$ cat config.mk
export PLATFORM = sky130hd
export DESIGN_NAME = bdCore
export DESIGN_NICKNAME = d
export VERILOG_FILES = /design/src/bdCorePkg.sv /design/src/hostWordDecoder.sv /design/src/confRegFile.sv /design/src/wordFifo.sv /design/src/bdDownSerializer.sv /design/src/bdUpPacker.sv /design/src/bdCore.sv
export VERILOG_INCLUDE_DIRS = /design/src /design/src/src
export SDC_FILE = /design/constraint.sdc
export NUM_CORES = 1
export LEC_CHECK = 0
export BUFFER_PORTS_ARGS = -buffer_cell sky130_fd_sc_hd__buf_2
export CORE_MARGIN = 2
export CORE_UTILIZATION = 45
export CTS_CLUSTER_DIAMETER = 50
export CTS_CLUSTER_SIZE = 10
export DETAILED_ROUTE_END_ITERATION = 10
export GPL_ROUTABILITY_DRIVEN = 1
export PLACE_DENSITY = 0.61
export SETUP_SLACK_MARGIN = 0.2
export SYNTH_ARGS = -nofsm -noshare
export SYNTH_HDL_FRONTEND = slang
export SYNTH_SLANG_ARGS = --single-unit
$ cat constraint.sdc
create_clock -name okClk -period 7.4 [get_ports okClk]
set_clock_uncertainty 0.2 [all_clocks]
set_input_delay 0.37 -clock okClk [delete_from_list [all_inputs] [get_ports okClk]]
set_output_delay 0.37 -clock okClk [all_outputs]
set_load 0.005 [all_outputs]
$ cat src/bdCore_macros.svh
`ifndef BD_CORE_MACROS_SVH
`define BD_CORE_MACROS_SVH

// --------------------------------------------------
// FIFO sizing
// --------------------------------------------------
// Host commands waiting for the serializer
`define BD_DOWN_FIFO_DEPTH 16
// Tagged host words waiting for the host to drain
`define BD_UP_FIFO_DEPTH 16

// --------------------------------------------------
// Opcode map and core registers
// --------------------------------------------------
// Leaf opcodes at or above this are dropped
`define BD_NUM_LEAVES 34
`define BD_OPCODE_REG_BASE 64
`define BD_OPCODE_NOP_BASE 96
// Bit 0 pReset, bit 1 sReset
`define BD_REG_RESET_CTRL 31
`define BD_REG_UP_TAG 30
`define BD_DEFAULT_UP_TAG 8'hff

`endif

$ cat src/bdCorePkg.sv
package bdCorePkg;

  // --------------------------------------------------
  // Host side
  // --------------------------------------------------
  // Pipe word, same width in and out
  typedef logic [31:0] hostWord_t;
  // Top five bits of a downstream word
  typedef logic [4:0]  routeField_t;
  // Selects leaf, register or nop
  typedef logic [6:0]  opCode_t;

  // --------------------------------------------------
  // Chip side
  // --------------------------------------------------
  // Leaf route in the low bits of each chip word
  typedef logic [5:0]  leafId_t;
  typedef logic [19:0] bdPayload_t;
  // One half of a payload per chip word
  typedef logic [9:0]  bdHalf_t;
  typedef logic [20:0] bdOutWord_t;
  typedef logic [33:0] bdInWord_t;

  // Core register access
  typedef logic [4:0]  regAddr_t;
  typedef logic [15:0] regData_t;
  typedef logic [7:0]  upTag_t;

  // Downstream command held in the FIFO
  typedef struct packed {
    leafId_t    leaf;
    bdPayload_t payload;
  } bdDownCmd_t;

  // Decoded register write
  typedef struct packed {
    regAddr_t addr;
    regData_t data;
  } regWrite_t;

endpackage

$ cat src/hostWordDecoder.sv
`include "bdCore_macros.svh"

module hostWordDecoder (
  input  logic                  okClk,
  input  logic                  arstN,
  input  logic                  pipeInWrite,
  input  bdCorePkg::hostWord_t  pipeInData,
  output logic                  cmdValid,
  output bdCorePkg::bdDownCmd_t cmd,
  output logic                  regWriteValid,
  output bdCorePkg::regWrite_t  regWrite
);
  import bdCorePkg::*;

  // Fields of the incoming word
  routeField_t route;
  opCode_t     opCode;
  bdPayload_t  payload;

  // Opcode class
  logic routeOk;
  logic isLeaf;
  logic isNop;
  logic isReg;

  // Words that survive decoding
  logic acceptCmd;
  logic acceptReg;

  // --------------------------------------------------
  // Field split and classification
  // --------------------------------------------------
  assign route   = pipeInData[31:27];
  assign opCode  = pipeInData[26:20];
  assign payload = pipeInData[19:0];

  // Only route zero belongs to this core
  assign routeOk = (route == '0);
  // Valid leaves sit at the bottom of the leaf range
  assign isLeaf  = (opCode < opCode_t'(`BD_NUM_LEAVES));
  assign isNop   = (opCode >= opCode_t'(`BD_OPCODE_NOP_BASE));
  assign isReg   = (opCode >= opCode_t'(`BD_OPCODE_REG_BASE)) && !isNop;

  assign acceptCmd = pipeInWrite && routeOk && isLeaf;
  assign acceptReg = pipeInWrite && routeOk && isReg;

  // --------------------------------------------------
  // Output registers
  // --------------------------------------------------
  // One-cycle strobes, one cycle after the host strobe
  always_ff @(posedge okClk or negedge arstN) begin
    if (!arstN) begin
      cmdValid      <= 1'b0;
      regWriteValid <= 1'b0;
    end else begin
      cmdValid      <= acceptCmd;
      regWriteValid <= acceptReg;
    end
  end

  // Payload side, loaded only on an accepted word
  always_ff @(posedge okClk) begin
    if (acceptCmd) begin
      cmd.leaf    <= leafId_t'(opCode);
      cmd.payload <= payload;
    end
    if (acceptReg) begin
      // Register number is the offset into the register opcodes
      regWrite.addr <= regAddr_t'(opCode - opCode_t'(`BD_OPCODE_REG_BASE));
      regWrite.data <= payload[15:0];
    end
  end

endmodule

$ cat src/confRegFile.sv
`include "bdCore_macros.svh"

module confRegFile (
  input  logic                 okClk,
  input  logic                 arstN,
  input  logic                 regWriteValid,
  input  bdCorePkg::regWrite_t regWrite,
  output logic                 pReset,
  output logic                 sReset,
  output bdCorePkg::upTag_t    upTag
);
  import bdCorePkg::*;

  // Address match per register
  logic hitResetCtrl;
  logic hitUpTag;

  assign hitResetCtrl = regWriteValid && (regWrite.addr == regAddr_t'(`BD_REG_RESET_CTRL));
  assign hitUpTag     = regWriteValid && (regWrite.addr == regAddr_t'(`BD_REG_UP_TAG));

  // --------------------------------------------------
  // Reset-control register
  // --------------------------------------------------
  // Chip held in reset until the host clears it
  always_ff @(posedge okClk or negedge arstN) begin
    if (!arstN) begin
      pReset <= 1'b1;
      sReset <= 1'b1;
    end else if (hitResetCtrl) begin
      pReset <= regWrite.data[0];
      sReset <= regWrite.data[1];
    end
  end

  // --------------------------------------------------
  // Upstream tag register
  // --------------------------------------------------
  // Low byte of the write data, upper bits ignored
  always_ff @(posedge okClk or negedge arstN) begin
    if (!arstN) begin
      upTag <= `BD_DEFAULT_UP_TAG;
    end else if (hitUpTag) begin
      upTag <= regWrite.data[7:0];
    end
  end

  // Any other address falls through untouched

endmodule

$ cat src/wordFifo.sv
module wordFifo #(
  parameter int WordWidth = 32,
  parameter int Depth     = 16
) (
  input  logic                         okClk,
  input  logic                         arstN,
  input  logic                         push,
  input  logic [WordWidth-1:0]         pushData,
  input  logic                         pop,
  output logic [WordWidth-1:0]         popData,
  output logic                         notEmpty,
  output logic                         full,
  output logic [$clog2(Depth+1)-1:0]   freeCount
);

  localparam int PtrWidth   = $clog2(Depth);
  localparam int CountWidth = $clog2(Depth+1);

  // Storage
  logic [WordWidth-1:0] mem [Depth];

  // Pointers and occupancy
  logic [PtrWidth-1:0]   wrPtr;
  logic [PtrWidth-1:0]   rdPtr;
  logic [CountWidth-1:0] count;

  // Qualified requests, full push and empty pop dropped
  logic doPush;
  logic doPop;

  assign doPush = push && !full;
  assign doPop  = pop && notEmpty;

  // Status
  assign notEmpty  = (count != '0);
  assign full      = (count == CountWidth'(Depth));
  assign freeCount = CountWidth'(Depth) - count;

  // Head word shown without a pop
  assign popData = mem[rdPtr];

  always_ff @(posedge okClk) begin
    if (doPush) begin
      mem[wrPtr] <= pushData;
    end
  end

  // Pointers wrap explicitly, depth need not be a power of two
  always_ff @(posedge okClk or negedge arstN) begin
    if (!arstN) begin
      wrPtr <= '0;
      rdPtr <= '0;
      count <= '0;
    end else begin
      if (doPush) begin
        wrPtr <= (wrPtr == PtrWidth'(Depth - 1)) ? '0 : wrPtr + 1'b1;
      end
      if (doPop) begin
        rdPtr <= (rdPtr == PtrWidth'(Depth - 1)) ? '0 : rdPtr + 1'b1;
      end
      case ({doPush, doPop})
        2'b10:   count <= count + 1'b1;
        2'b01:   count <= count - 1'b1;
        default: count <= count;
      endcase
    end
  end

endmodule

$ cat src/bdDownSerializer.sv
module bdDownSerializer (
  input  logic                  okClk,
  input  logic                  arstN,
  input  logic                  pReset,
  input  logic                  cmdValid,
  input  logic                  fifoFull,
  input  bdCorePkg::bdDownCmd_t cmdHead,
  input  logic                  cmdAvail,
  output logic                  cmdPop,
  output logic                  bdOutValid,
  input  logic                  bdOutReady,
  output bdCorePkg::bdOutWord_t bdOutData,
  output logic                  downOverflow
);
  import bdCorePkg::*;

  typedef enum logic [1:0] {IDLE, LOW_HALF, HIGH_HALF} serState_t;

  serState_t  state;
  serState_t  stateNext;
  bdDownCmd_t curCmd;
  bdHalf_t    curHalf;
  logic       loadCmd;

  // Take the FIFO head only when idle and the chip is out of reset
  assign loadCmd = (state == IDLE) && !pReset && cmdAvail;
  assign cmdPop  = loadCmd;

  // --------------------------------------------------
  // Handshake FSM
  // --------------------------------------------------
  always_comb begin
    stateNext = state;
    case (state)
      IDLE:      if (loadCmd) stateNext = LOW_HALF;
      LOW_HALF:  if (bdOutReady) stateNext = HIGH_HALF;
      HIGH_HALF: if (bdOutReady) stateNext = IDLE;
      default:   stateNext = IDLE;
    endcase
  end

  always_ff @(posedge okClk or negedge arstN) begin
    if (!arstN) begin
      state <= IDLE;
    end else begin
      state <= stateNext;
    end
  end

  // Command held for both halves
  always_ff @(posedge okClk) begin
    if (loadCmd) begin
      curCmd <= cmdHead;
    end
  end

  // Chip word, stable until accepted since both sources are flops
  assign curHalf    = (state == HIGH_HALF) ? curCmd.payload[19:10] : curCmd.payload[9:0];
  assign bdOutValid = (state != IDLE);
  assign bdOutData  = {5'b0, curHalf, curCmd.leaf};

  // Sticky, a command arriving at a full FIFO is lost
  always_ff @(posedge okClk or negedge arstN) begin
    if (!arstN) begin
      downOverflow <= 1'b0;
    end else if (cmdValid && fifoFull) begin
      downOverflow <= 1'b1;
    end
  end

endmodule

$ cat src/bdUpPacker.sv
`include "bdCore_macros.svh"

module bdUpPacker (
  input  logic                                   okClk,
  input  logic                                   arstN,
  input  logic                                   sReset,
  input  bdCorePkg::upTag_t                      upTag,
  input  logic                                   bdInValidN,
  input  bdCorePkg::bdInWord_t                   bdInData,
  output logic                                   bdInReady,
  input  logic [$clog2(`BD_UP_FIFO_DEPTH+1)-1:0] upFree,
  output logic                                   upPush,
  output bdCorePkg::hostWord_t                   upWord
);
  import bdCorePkg::*;

  localparam int FreeWidth = $clog2(`BD_UP_FIFO_DEPTH+1);

  typedef enum logic [1:0] {IDLE, WORD_A, WORD_B} packState_t;

  packState_t state;
  bdInWord_t  inWord;
  upTag_t     tagReg;
  logic       capture;

  // Both host words must fit before a chip word is taken
  assign bdInReady = (state == IDLE) && !sReset && (upFree >= FreeWidth'(2));
  // Chip valid is active low
  assign capture   = bdInReady && !bdInValidN;

  // --------------------------------------------------
  // Sequencer, one host word per cycle
  // --------------------------------------------------
  always_ff @(posedge okClk or negedge arstN) begin
    if (!arstN) begin
      state <= IDLE;
    end else begin
      case (state)
        IDLE:    if (capture) state <= WORD_A;
        WORD_A:  state <= WORD_B;
        default: state <= IDLE;
      endcase
    end
  end

  // Tag sampled with the data so a pair never mixes tags
  always_ff @(posedge okClk) begin
    if (capture) begin
      inWord <= bdInData;
      tagReg <= upTag;
    end
  end

  always_comb begin
    upPush = 1'b0;
    upWord = '0;
    case (state)
      // Low 24 bits of the chip word
      WORD_A: begin
        upPush = 1'b1;
        upWord = {tagReg, inWord[23:0]};
      end
      // Remaining 10 bits, zero padded
      WORD_B: begin
        upPush = 1'b1;
        upWord = {tagReg, 14'b0, inWord[33:24]};
      end
      default: ;
    endcase
  end

endmodule

$ cat src/bdCore.sv
`include "bdCore_macros.svh"

module bdCore (
  input  logic                  okClk,
  input  logic                  arstN,
  // Host pipes
  input  logic                  pipeInWrite,
  input  bdCorePkg::hostWord_t  pipeInData,
  input  logic                  pipeOutRead,
  output bdCorePkg::hostWord_t  pipeOutData,
  output logic                  pipeOutValid,
  // Chip downstream link
  output logic                  bdOutValid,
  input  logic                  bdOutReady,
  output bdCorePkg::bdOutWord_t bdOutData,
  // Chip upstream link
  input  logic                  bdInValidN,
  output logic                  bdInReady,
  input  bdCorePkg::bdInWord_t  bdInData,
  // Chip resets and status
  output logic                  pReset,
  output logic                  sReset,
  output logic                  downOverflow
);
  import bdCorePkg::*;

  // Decoder outputs
  logic       cmdValid;
  bdDownCmd_t cmd;
  logic       regWriteValid;
  regWrite_t  regWrite;
  upTag_t     upTag;

  // Downstream FIFO to serializer
  bdDownCmd_t cmdHead;
  logic       cmdAvail;
  logic       cmdPop;
  logic       downFull;

  // Packer to upstream FIFO
  logic                                   upPush;
  hostWord_t                              upWord;
  logic [$clog2(`BD_UP_FIFO_DEPTH+1)-1:0] upFree;

  // --------------------------------------------------
  // Downstream path
  // --------------------------------------------------
  hostWordDecoder decoder (
    .okClk, .arstN, .pipeInWrite, .pipeInData,
    .cmdValid, .cmd, .regWriteValid, .regWrite
  );

  confRegFile regFile (
    .okClk, .arstN, .regWriteValid, .regWrite,
    .pReset, .sReset, .upTag
  );

  wordFifo #(.WordWidth($bits(bdDownCmd_t)), .Depth(`BD_DOWN_FIFO_DEPTH)) downFifo (
    .okClk, .arstN,
    .push(cmdValid), .pushData(cmd),
    .pop(cmdPop), .popData(cmdHead),
    .notEmpty(cmdAvail), .full(downFull), .freeCount()
  );

  bdDownSerializer serializer (
    .okClk, .arstN, .pReset, .cmdValid,
    .fifoFull(downFull), .cmdHead, .cmdAvail, .cmdPop,
    .bdOutValid, .bdOutReady, .bdOutData, .downOverflow
  );

  // --------------------------------------------------
  // Upstream path
  // --------------------------------------------------
  bdUpPacker packer (
    .okClk, .arstN, .sReset, .upTag,
    .bdInValidN, .bdInData, .bdInReady,
    .upFree, .upPush, .upWord
  );

  // Host drains straight from the head
  wordFifo #(.WordWidth($bits(hostWord_t)), .Depth(`BD_UP_FIFO_DEPTH)) upFifo (
    .okClk, .arstN,
    .push(upPush), .pushData(upWord),
    .pop(pipeOutRead), .popData(pipeOutData),
    .notEmpty(pipeOutValid), .full(), .freeCount(upFree)
  );

endmodule

# ---- Word level (Yosys, flattened, before mapping)
# Memories as Yosys holds them, arrays and structs flattened. A register that Yosys moved wholly into a read port is not among the register bits.
# Cells that the tools add are included.
dict set report op_classes {
  mux 19
  n_eq_ne 20
  addsub 10
  n_lt_le_gt_ge 4
  reduce_logical 32
}
# op count
set op_table {}
lappend op_table {{$pmux W32 S2} 1}
lappend op_table {{$eq A5 B5 Y1 const B} 4}
lappend op_table {{$pmux W5 S2} 2}
lappend op_table {{$add A4 B1 Y4 const B} 4}
lappend op_table {{$eq A4 B4 Y1 const B} 4}
lappend op_table {{$logic_and A1 B1 Y1} 16}
lappend op_table {{$mux W4} 4}
lappend op_table {{$sub A5 B1 Y5 const B} 3}
lappend op_table {{$ge A7 B7 Y1 const B} 2}
lappend op_table {{$add A5 B1 Y5 const B} 2}
lappend op_table {{$mux W10} 1}
lappend op_table {{$reduce_bool A5 Y1} 2}
lappend op_table {{$eq A2 B1 Y1 const B} 4}
lappend op_table {{$eq A2 B2 Y1 const B} 4}
lappend op_table {{$mux W2} 4}
lappend op_table {{$lt A7 B6 Y1 const B} 1}
lappend op_table {{$logic_not A1 Y1} 6}
lappend op_table {{$ne A2 B2 Y1 const B} 3}
lappend op_table {{$pmux W2 S3} 1}
lappend op_table {{$reduce_bool A2 Y1} 3}
lappend op_table {{$ge A5 B2 Y1 const B} 1}
lappend op_table {{$logic_not A5 Y1} 1}
lappend op_table {{$mux W1} 5}
lappend op_table {{$sub A5 B5 Y5 const A} 1}
lappend op_table {{other kinds (5)} 6}
dict set report word_totals {
  memories 2
  elab_cells 107
  register_bits 124
  inputBits 72
  mem_bits_rw 928
  output_inout_bits 59
}
# memory depth word_bits rd rd_ports_with_merged_regs write_ports line_no
set mem_list {}
lappend mem_list {upFifo.mem 16 32 1 0 1 wordFifo.sv:20} ;# logic [WordWidth-1:0] mem [Depth];
lappend mem_list {downFifo.mem 16 26 1 1 1 wordFifo.sv:20}

# ---- Depth between registers and ports, before layout
# Gate-level depths: netlist (run 1).
dict set report depth {
  word_depth 6
  mapped_depth 16
}

# ---- Modules after synthesis
# A second synthesis (run 1) with hierarchy kept.
dict set report hier_totals {
  cells_unflattened 1956
  hier_area_um2 42039.1
}
# module area_each_um2 cells_per_inst seq_area_each_um2 n_inst
set by_module_without_submodules {}
lappend by_module_without_submodules {{wordFifo at upFifo} 20566.0 965 15700.1 1}
lappend by_module_without_submodules {{wordFifo at downFifo} 16608.4 748 12817.3 1}
lappend by_module_without_submodules {bdUpPacker 1751.7 104 1311.3 1}
lappend by_module_without_submodules {hostWordDecoder 1516.5 54 1461.4 1}
lappend by_module_without_submodules {bdDownSerializer 1179.9 60 855.8 1}
lappend by_module_without_submodules {confRegFile 416.6 25 262.8 1}

# ---- Least setup slack after synthesis (run 1)
# Ideal clock, no wire load.
dict set report synth_timing {
  kind {reg-to-reg}
  startpoint {register upFifo.count[1]}
  endpoint {register packer.inWord[0], enable pin}
  n_path_buf 1
  setup_time_ps 447
  required_time_ps 6753
  path_stages_with_launch 10
  t_arrival_ps 3600
  path_slack_ps 3153
  cell_sequence {dfrtp_1 buf_6 inv_1 ha_1 nor3b_1 ha_1 nand2b_1 a2111oi_4 nor3b_1 nor2b_1}
}
dict set report synth_between {
  elab_chain_len 4
}
# item line_no
set synth_lines {}
lappend synth_lines {{start, declared} wordFifo.sv:25} ;# logic [CountWidth-1:0] count;
lappend synth_lines {{start signal, assigned} wordFifo.sv:62} ;# 2'b10: count <= count + 1'b1;
lappend synth_lines {{start signal, assigned} wordFifo.sv:63} ;# 2'b01: count <= count - 1'b1;
lappend synth_lines {{start signal, assigned} wordFifo.sv:64} ;# default: count <= count;
lappend synth_lines {{$sub A5 B5 Y5} wordFifo.sv:37} ;# assign freeCount = CountWidth'(Depth) - count;
lappend synth_lines {{$ge A5 B2 Y1} bdUpPacker.sv:27} ;# assign bdInReady = (state == IDLE) && !sReset && (upFree >= FreeWidth'(2));
lappend synth_lines {{$logic_and A1 B1 Y1} bdUpPacker.sv:27}
lappend synth_lines {{net bdInReady} bdCore.sv:18} ;# output logic bdInReady,
lappend synth_lines {{$logic_and A1 B1 Y1} bdUpPacker.sv:29} ;# assign capture = bdInReady && !bdInValidN;
lappend synth_lines {{net packer.capture} bdUpPacker.sv:24} ;# logic capture;
lappend synth_lines {{end signal, assigned} bdUpPacker.sv:49} ;# inWord <= bdInData;
lappend synth_lines {{end, declared} bdUpPacker.sv:22} ;# bdInWord_t inWord;
# The timed path passes the listed nets, and every way through them passes these cells.
# A chain may end at the register's enable or synchronous reset.

# ---- Worst setup path in the final report (run 1)
dict set report layout_timing {
  startpoint {register upFifo.rdPtr[0]}
  endpoint {output pipeOutData[29]}
}
dict set report layout_between {
  elab_chain_len 1
}
# item line_no
set layout_lines {}
lappend layout_lines {{start, declared} wordFifo.sv:24} ;# logic [PtrWidth-1:0] rdPtr;
lappend layout_lines {{start signal, assigned} wordFifo.sv:59} ;# rdPtr <= (rdPtr == PtrWidth'(Depth - 1)) ? '0 : rdPtr + 1'b1;
lappend layout_lines {{$mem_v2 Z16 W32} n/a}
lappend layout_lines {{end, declared} bdCore.sv:10} ;# output bdCorePkg::hostWord_t pipeOutData,
# Every way passes these cells.

==> results.json, run 1 <==
{
  "fmax_mhz": 239,
  "crit_family": "flip-flops",
  "cts_root_buf": "clkbuf_16",
  "cap_violations": 0,
  "num-nets-final": 2226,
  "outcome": "finished, final reports clean",
  "place_area_sq_um": 43100,
  "drt_iter0_markers": 1593,
  "ys_ff_latch": 1078,
  "dp_cells": 3101,
  "period_share": 0.565,
  "drt-pass1-iter-count": 5,
  "postSynth.asyncResetShare": 0.0399,
  "synth-xor-area-share": 0.00321,
  "seq_power_share": 0.438,
  "final_core_util": 0.528,
  "switching_share": 0.289,
  "syn-cell-area_sq_um": 40900,
  "crit_fanout": 97,
  "rows": 110,
  "seq_area_frac_synth": 0.786,
  "rsz0062_at_grt": "no",
  "startpoint_type": "register",
  "dieWidth_um": 306,
  "slowest_stage": "dfrtp_4",
  "hpwl_um": 46100,
  "antenna_found_initial": 3,
  "grt_pass1_wl_um": 132000,
  "synthAdderAreaFrac": 0.00844,
  "fin_cells": 3355,
  "grt_pass1_vias": 20700,
  "numCtsBuffers": 135,
  "post_drt_wl_per_cell_um": 26.7,
  "drt-vias-per-instance": 5.74,
  "yosys-mux-area-fraction": 0.135,
  "synth.distinct_cells": 54,
  "ios": 131,
  "fp.dieH_um": 306,
  "core-area_sq_um": 90000,
  "max_stage_delay_ns": 0.94,
  "ys.flop_type": "edfxtp_1",
  "synth_top_family_by_area": "multiplexers",
  "hold_viol_final": 0,
  "grt_max_degree": 110,
  "grt_usage": 0.195,
  "worst-path-buf-inv": 2,
  "peakVddDrop_mv": 0.319,
  "ant_nets": 0,
  "design_area_sq_um": 47600,
  "diodes": 0,
  "power_density_nw_per_um2": 386,
  "clk_path_buf_depth": 3,
  "avgSynthCellArea_sq_um": 22.0,
  "fill_cells": 6976,
  "setup_viol": 0,
  "clk_pin_slew_worst_paths_ns": 0.05,
  "slew_viol_final": 0,
  "min_path_cells": 4,
  "dp_slack_ns": 3.59,
  "synthSimpleGateAreaFrac": 0.0242,
  "cp-end-kind": "primary output",
  "setup_slack_ns": 3.22,
  "port_buffers": 125,
  "yosys_warnings": 0,
  "crit_chain": "buf_12 -> mux4_2 -> a22oi_1 -> nand2_1 -> buf_2",
  "drcViolationCount": 0,
  "clk_latency_ns": 0.72,
  "tightestPinTransition_ns": 1.27,
  "cts_tree": "done",
  "worstPathArrival_ns": 3.61,
  "r2r_cells": 6,
  "synthCells": 1864,
  "routed_wl_um": 89600,
  "place.gp.congestion": 0.717,
  "synth_edf_count": 1035,
  "hp-class": "in -> reg",
  "p_int_w": 0.0131,
  "htree_levels": 4,
  "synth-compound-area-share": 0.0300,
  "tns_ns": 0,
  "fin_crit_ns": 4.18,
  "via_count": 19200,
  "p_clk_frac": 0.314,
  "maxSlewHeadroom": 0.153,
  "cts.sinks": 1078,
  "crit_required_ns": 6.83,
  "die_area_sq_um": 93400,
  "gr-total-overflow": 0,
  "cp.depth": 5,
  "p_sw_w": 0.00531,
  "drive_gt1_frac": 0.286,
  "syn2layout_area_growth_pct": 16.2,
  "initial_core_util": 0.455,
  "p_comb_frac": 0.249,
  "p_leak_nw": 15.7,
  "path_class": "reg -> out"
}
[metal layers]
metal / global-route usage / up-vias / share of wire
li1: - / 8232 / -
met1: 0.247 / 10200 / 0.40
met2: 0.337 / 608 / 0.52
met3: 0.0354 / 161 / 0.055
met4: 0.0717 / 0 / 0.025
met5: 0 / - / 0
[layout make-up]
type | count | area [sq um] | area share
clock buffers | 161 | 3580 | 0.0753
clock inverters | 28 | 250 | 0.00526
inverters | 18 | 67.6 | 0.00142
multi-input cells | 667 | 8440 | 0.177
flip-flops and latches | 1078 | 32200 | 0.677
well taps | 1176 | 1470 | 0.0309
repair buffers | 227 | 1580 | 0.0332
[logic make-up (layout without fill, tap and decap cells)]
logic type | count (synthesis) | count (layout)
xor+xnor | 15 | 15
buf+inv | 123 | 434
fa+ha+maj | 27 | 27
simple gates | 196 | 196
other cells | 1 | 5
flops | 1078 | 1078
mux | 259 | 259
compound gates | 165 | 165
[cell usage after synthesis (3+ instances only)]
master    count  share of area
mux2_1       24         0.0066
o21ai_0       3        0.00037
nor2_1       16         0.0015
a21oi_1       6        0.00073
inv_1        14         0.0013
ha_1         26         0.0079
o21ai_1       8        0.00098
a22oi_1     127          0.023
nor2b_1      18         0.0028
nand2_1      79         0.0072
nor4_1        3        0.00046
nand2b_1      5        0.00076
nor3b_1       6         0.0011
mux4_2      232           0.13
buf_1        16         0.0015
buf_4        11         0.0020
edfxtp_1   1035           0.76
xor2_1        7         0.0015
buf_2        19         0.0023
dfrtp_1      33          0.020
inv_2         4        0.00037
clkbuf_1     58         0.0053
dfstp_2      10         0.0064
xnor2_1       8         0.0017
and2_1       40         0.0061
a21o_1        4        0.00073
a211oi_1      3        0.00055
nand3_1       8        0.00098
nor3_1        9         0.0011
[power by group through the flow]
stage | clock network (W) | logic [W] | registers [W]
after global placement | 0 | 0.00456 | 0.00813
after floorplan | 0 | 0.00327 | 0.00790
final | 0.00576 | 0.00456 | 0.00804
after CTS | 0.00590 | 0.00469 | 0.00805
after detailed placement | 0 | 0.00466 | 0.00817
after global routing | 0.00613 | 0.00497 | 0.00810
[stage by stage]
stage | hold WS [ns] | power [W]
detailed placement | 0.257 | 0.0128
global route | 0.0826 | 0.0192
finish | 0.0796 | 0.0184
global placement | 0.247 | 0.0127
floorplan | -0.126 | 0.0112
CTS | 0.0344 | 0.0186
[worst paths after layout]
path	startpoint	to	slack, ns
worst max-delay path	upFifo.rdPtr[0]	pipeOutData[29]	3.22
max in group asynchronous	arstN	downFifo.rdPtr[0]	6.41
worst min-delay path	pipeInData[31]	decoder.regWriteValid	0.08
worst min register to register	decoder.regWrite[6]	regFile.upTag[6]	0.27
worst max register to register	packer.state[0]	upFifo.mem[8][20]	3.59
min in group asynchronous	arstN	downFifo.count[2]	0.10
[cell usage in the layout (no fill, tap or decap), drive strengths merged, types with 4 or more instances in the layout]
| cell type | instances |
|---|---|
| clkinv | 12 |
| dfrtp | 33 |
| inv | 32 |
| nand2 | 79 |
| dlygate4sd3 | 65 |
| o21ai | 11 |
| xnor2 | 8 |
| xor2 | 7 |
| nand3 | 8 |
| conb | 5 |
| mux4 | 232 |
| clkbuf | 161 |
| ha | 26 |
| a21oi | 6 |
| a22oi | 127 |
| dfstp | 10 |
| edfxtp | 1035 |
| nand2b | 5 |
| nor3 | 9 |
| nor2b | 18 |
| buf | 162 |
| and2 | 40 |
| a211oi | 4 |
| nor3b | 6 |
| a21o | 4 |
| mux2 | 26 |
| nor2 | 16 |
[flip-flops by register name, summed over array words and instances (netlist names), 2 cells and up]
register and count:
decoder.cmd 26, packer.state 2, serializer.bdOutData 6, decoder.regWrite 13
regFile.upTag 8, packer.inWord 34, serializer.curCmd 20, downFifo.count 5
upFifo.mem 512, upFifo.wrPtr 4, downFifo.wrPtr 4, downFifo.mem 416
downFifo.rdPtr 4, upFifo.rdPtr 4, upFifo.count 5, serializer.state 2
packer.tagReg 8
[repair_timing]
action | CTS | global route
hold buffers | 65 | 0
setup buffers | 0 | 0
hold endpoints to repair | 142 | 0
gates resized for setup | 0 | 0
[worst register-to-register path: cells and delay by family (launching register included)]
kind	cells	cell delay (ns)
fa+ha+maj	1	0.71
buf+inv	2	0.24
simple gates	3	1.84
flops	1	0.39
No activity file was read; power rests on OpenSTA's default activity.
==> inputs of run 2 (changes only) <==
==> constraint.sdc (replaced) <==
create_clock -name okClk -period 4.3 [get_ports okClk]
set_clock_uncertainty 0.2 [all_clocks]
set_input_delay 0.215 -clock okClk [delete_from_list [all_inputs] [get_ports okClk]]
set_output_delay 0.215 -clock okClk [all_outputs]
set_load 0.005 [all_outputs]
==> run 2 against run 1 <==
Effect of this change: the flow now finishes with violations (negative hold slack); hold slack lost 0.088 ns; register-to-register slack lost 3.0 ns; worst setup slack lost 2.7 ns; sequential share of layout area shrank 1.1 points; critical path depth grew 5; combinational power grew 82%; clock power grew 71%; critical endpoint is now downFifo.count[4].
==> results.json, run 2 (synthesized netlist as in run 1, its figures left out) <==
{
  "hpwl_um": 53400,
  "clk_path_buf_depth": 3,
  "crit_family": "compound AO/OA/AOI/OAI gates",
  "place.gp.congestion": 0.774,
  "finalPower_w": 0.0321,
  "antenna_found_initial": 2,
  "fmax_mhz": 266,
  "crit_required_ns": 4.73,
  "ios": 131,
  "ant_nets": 0,
  "hp-class": "in -> reg",
  "worst-path-buf-inv": 2,
  "rsz0062_at_grt": "no",
  "fp.dieH_um": 306,
  "tightestPinTransition_ns": 1.16,
  "p_int_w": 0.0226,
  "syn2layout_area_growth_pct": 18.1,
  "grt_max_degree": 49,
  "peakVddDrop_mv": 0.454,
  "cts_root_buf": "clkbuf_16",
  "post_drt_wl_per_cell_um": 26.1,
  "grt_usage": 0.196,
  "setup_viol": 0,
  "p_comb_frac": 0.259,
  "final_core_util": 0.537,
  "gr-total-overflow": 0,
  "startpoint_type": "register",
  "initial_core_util": 0.455,
  "drive_gt1_frac": 0.286,
  "final_common_cell": "edfxtp_1",
  "numCtsBuffers": 130,
  "largest_reg_flops": 512,
  "drt_iter0_markers": 1803,
  "num-nets-final": 2296,
  "clk_latency_ns": 0.73,
  "dp_slack_ns": 0.541,
  "cts_resized": 0,
  "slowest_stage": "nor4_1",
  "cp-end-kind": "register",
  "final_cell_mix": "1,035 x edfxtp_1, 232 x mux4_2, 135 x clkbuf_16",
  "htree_levels": 4,
  "hold_viol_final": 4,
  "top_register": "upFifo.mem",
  "outcome": "finished, violations left",
  "reg.largest.list": "upFifo.mem: 512 flops, downFifo.mem: 416 flops, packer.inWord: 34 flops",
  "rows": 110,
  "routed_wl_um": 89600,
  "cts.sinks": 1078,
  "period_share": 0.874,
  "crit_chain": "nor4_1 -> a21boi_1 -> inv_2 -> ha_1 -> inv_1 -> fa_1 -> nor2b_1 -> o21a_1 -> mux2_1 -> o311ai_1",
  "max_stage_delay_ns": 0.69,
  "power_density_nw_per_um2": 663,
  "drt-vias-per-instance": 5.75,
  "cap_violations": 0,
  "tns_ns": 0,
  "dieWidth_um": 306,
  "slew_viol_final": 0,
  "drcViolationCount": 0,
  "crit_fanout": 11,
  "grt_pass1_vias": 20700,
  "fin_crit_ns": 3.76,
  "p_sw_w": 0.00943,
  "holdWs_ns": -0.00845,
  "p_clk_frac": 0.308,
  "die_area_sq_um": 93400,
  "port_buffers": 125,
  "violations": "negative hold slack",
  "switching_share": 0.294,
  "maxSlewHeadroom": 0.228,
  "drt-pass1-iter-count": 7,
  "clk_pin_slew_worst_paths_ns": 0.06,
  "p_leak_nw": 16.0,
  "setup_slack_ns": 0.540,
  "worstPathArrival_ns": 4.19,
  "via_count": 19700,
  "seq_power_share": 0.433,
  "path_class": "reg -> reg",
  "cts_tree": "done",
  "core-area_sq_um": 90000,
  "grt_pass1_wl_um": 134000
}
[run 2: cell count changes in the layout (fill, tap and decap cells not counted), moves of 5 or more]
cell | before | now
dlygate4sd3_1 | 65 | 111
clkbuf_1 | 21 | 32
buf_12 | 2 | 14
inv_6 | 14 | 8
clkbuf_16 | 140 | 135
buf_4 | 35 | 52
[run 2: power groups by stage]
stage	Sequential (W)	Clock [W]	Combinational, W
after floorplan	0.0136	0	0.00563
after global placement	0.0140	0	0.00824
after detailed placement	0.0141	0	0.00838
after global routing	0.0140	0.0105	0.00900
final	0.0139	0.00986	0.00832
after CTS	0.0139	0.0101	0.00849
[run 2: stage by stage]
step                      instance area [sq um]  hold WS, ns  cells
after global routing                      48400       0.0366   3430
after detailed placement                  43500        0.149   3130
after global placement                    43500        0.150   3130
after CTS                                 48400      0.00404   3430
final                                     48400     -0.00845   3431
after floorplan                           40900       -0.281   1868
[run 2: cell type report]
| cell class | count | area (sq um) |
|---|---|---|
| antenna | 1 | 2.50 |
| tap | 1176 | 1470 |
| inverter | 18 | 67.6 |
| multi-input combinational | 667 | 8440 |
| clock buffer | 171 | 3550 |
| timing repair buffer | 302 | 2410 |
| clock inverter | 18 | 224 |
| sequential | 1078 | 32200 |
| fill | 6852 | 41700 |
[run 2: per-layer routing]
metal / track usage / part of all wire
met5: 0 / 0
met1: 0.274 / 0.43
met2: 0.314 / 0.49
met3: 0.0365 / 0.061
met4: 0.0631 / 0.021
[run 2: repair_timing]
action | in CTS | in global routing
hold buffers | 111 | 0
endpoints found under the hold margin | 197 | 0
buffers inserted | 0 | 0
endpoints found under the setup margin | 0 | 0
[run 2: path summary, 6_finish.rpt]
path                                         to           startpoint  cells past startpoint  slack (ns)
setup / recovery              downFifo.count[4]    downFifo.count[0]                     10        0.54
hold / removal             decoder.regWrite[18]       pipeInData[31]                      3      -0.008
setup reg to reg              downFifo.count[4]    downFifo.count[0]                     10        0.54
hold reg to reg                regFile.upTag[3]  decoder.regWrite[3]                      1        0.27
max in group asynchronous       upFifo.rdPtr[0]                arstN                      4        2.90
min in group asynchronous     downFifo.count[2]                arstN                      4        0.47
[run 2: tightest hold or removal path: cells and delay by family]
kind / cells / cell delay, ns
simple gates: 2 / 0.41
buf+inv: 1 / 0.07
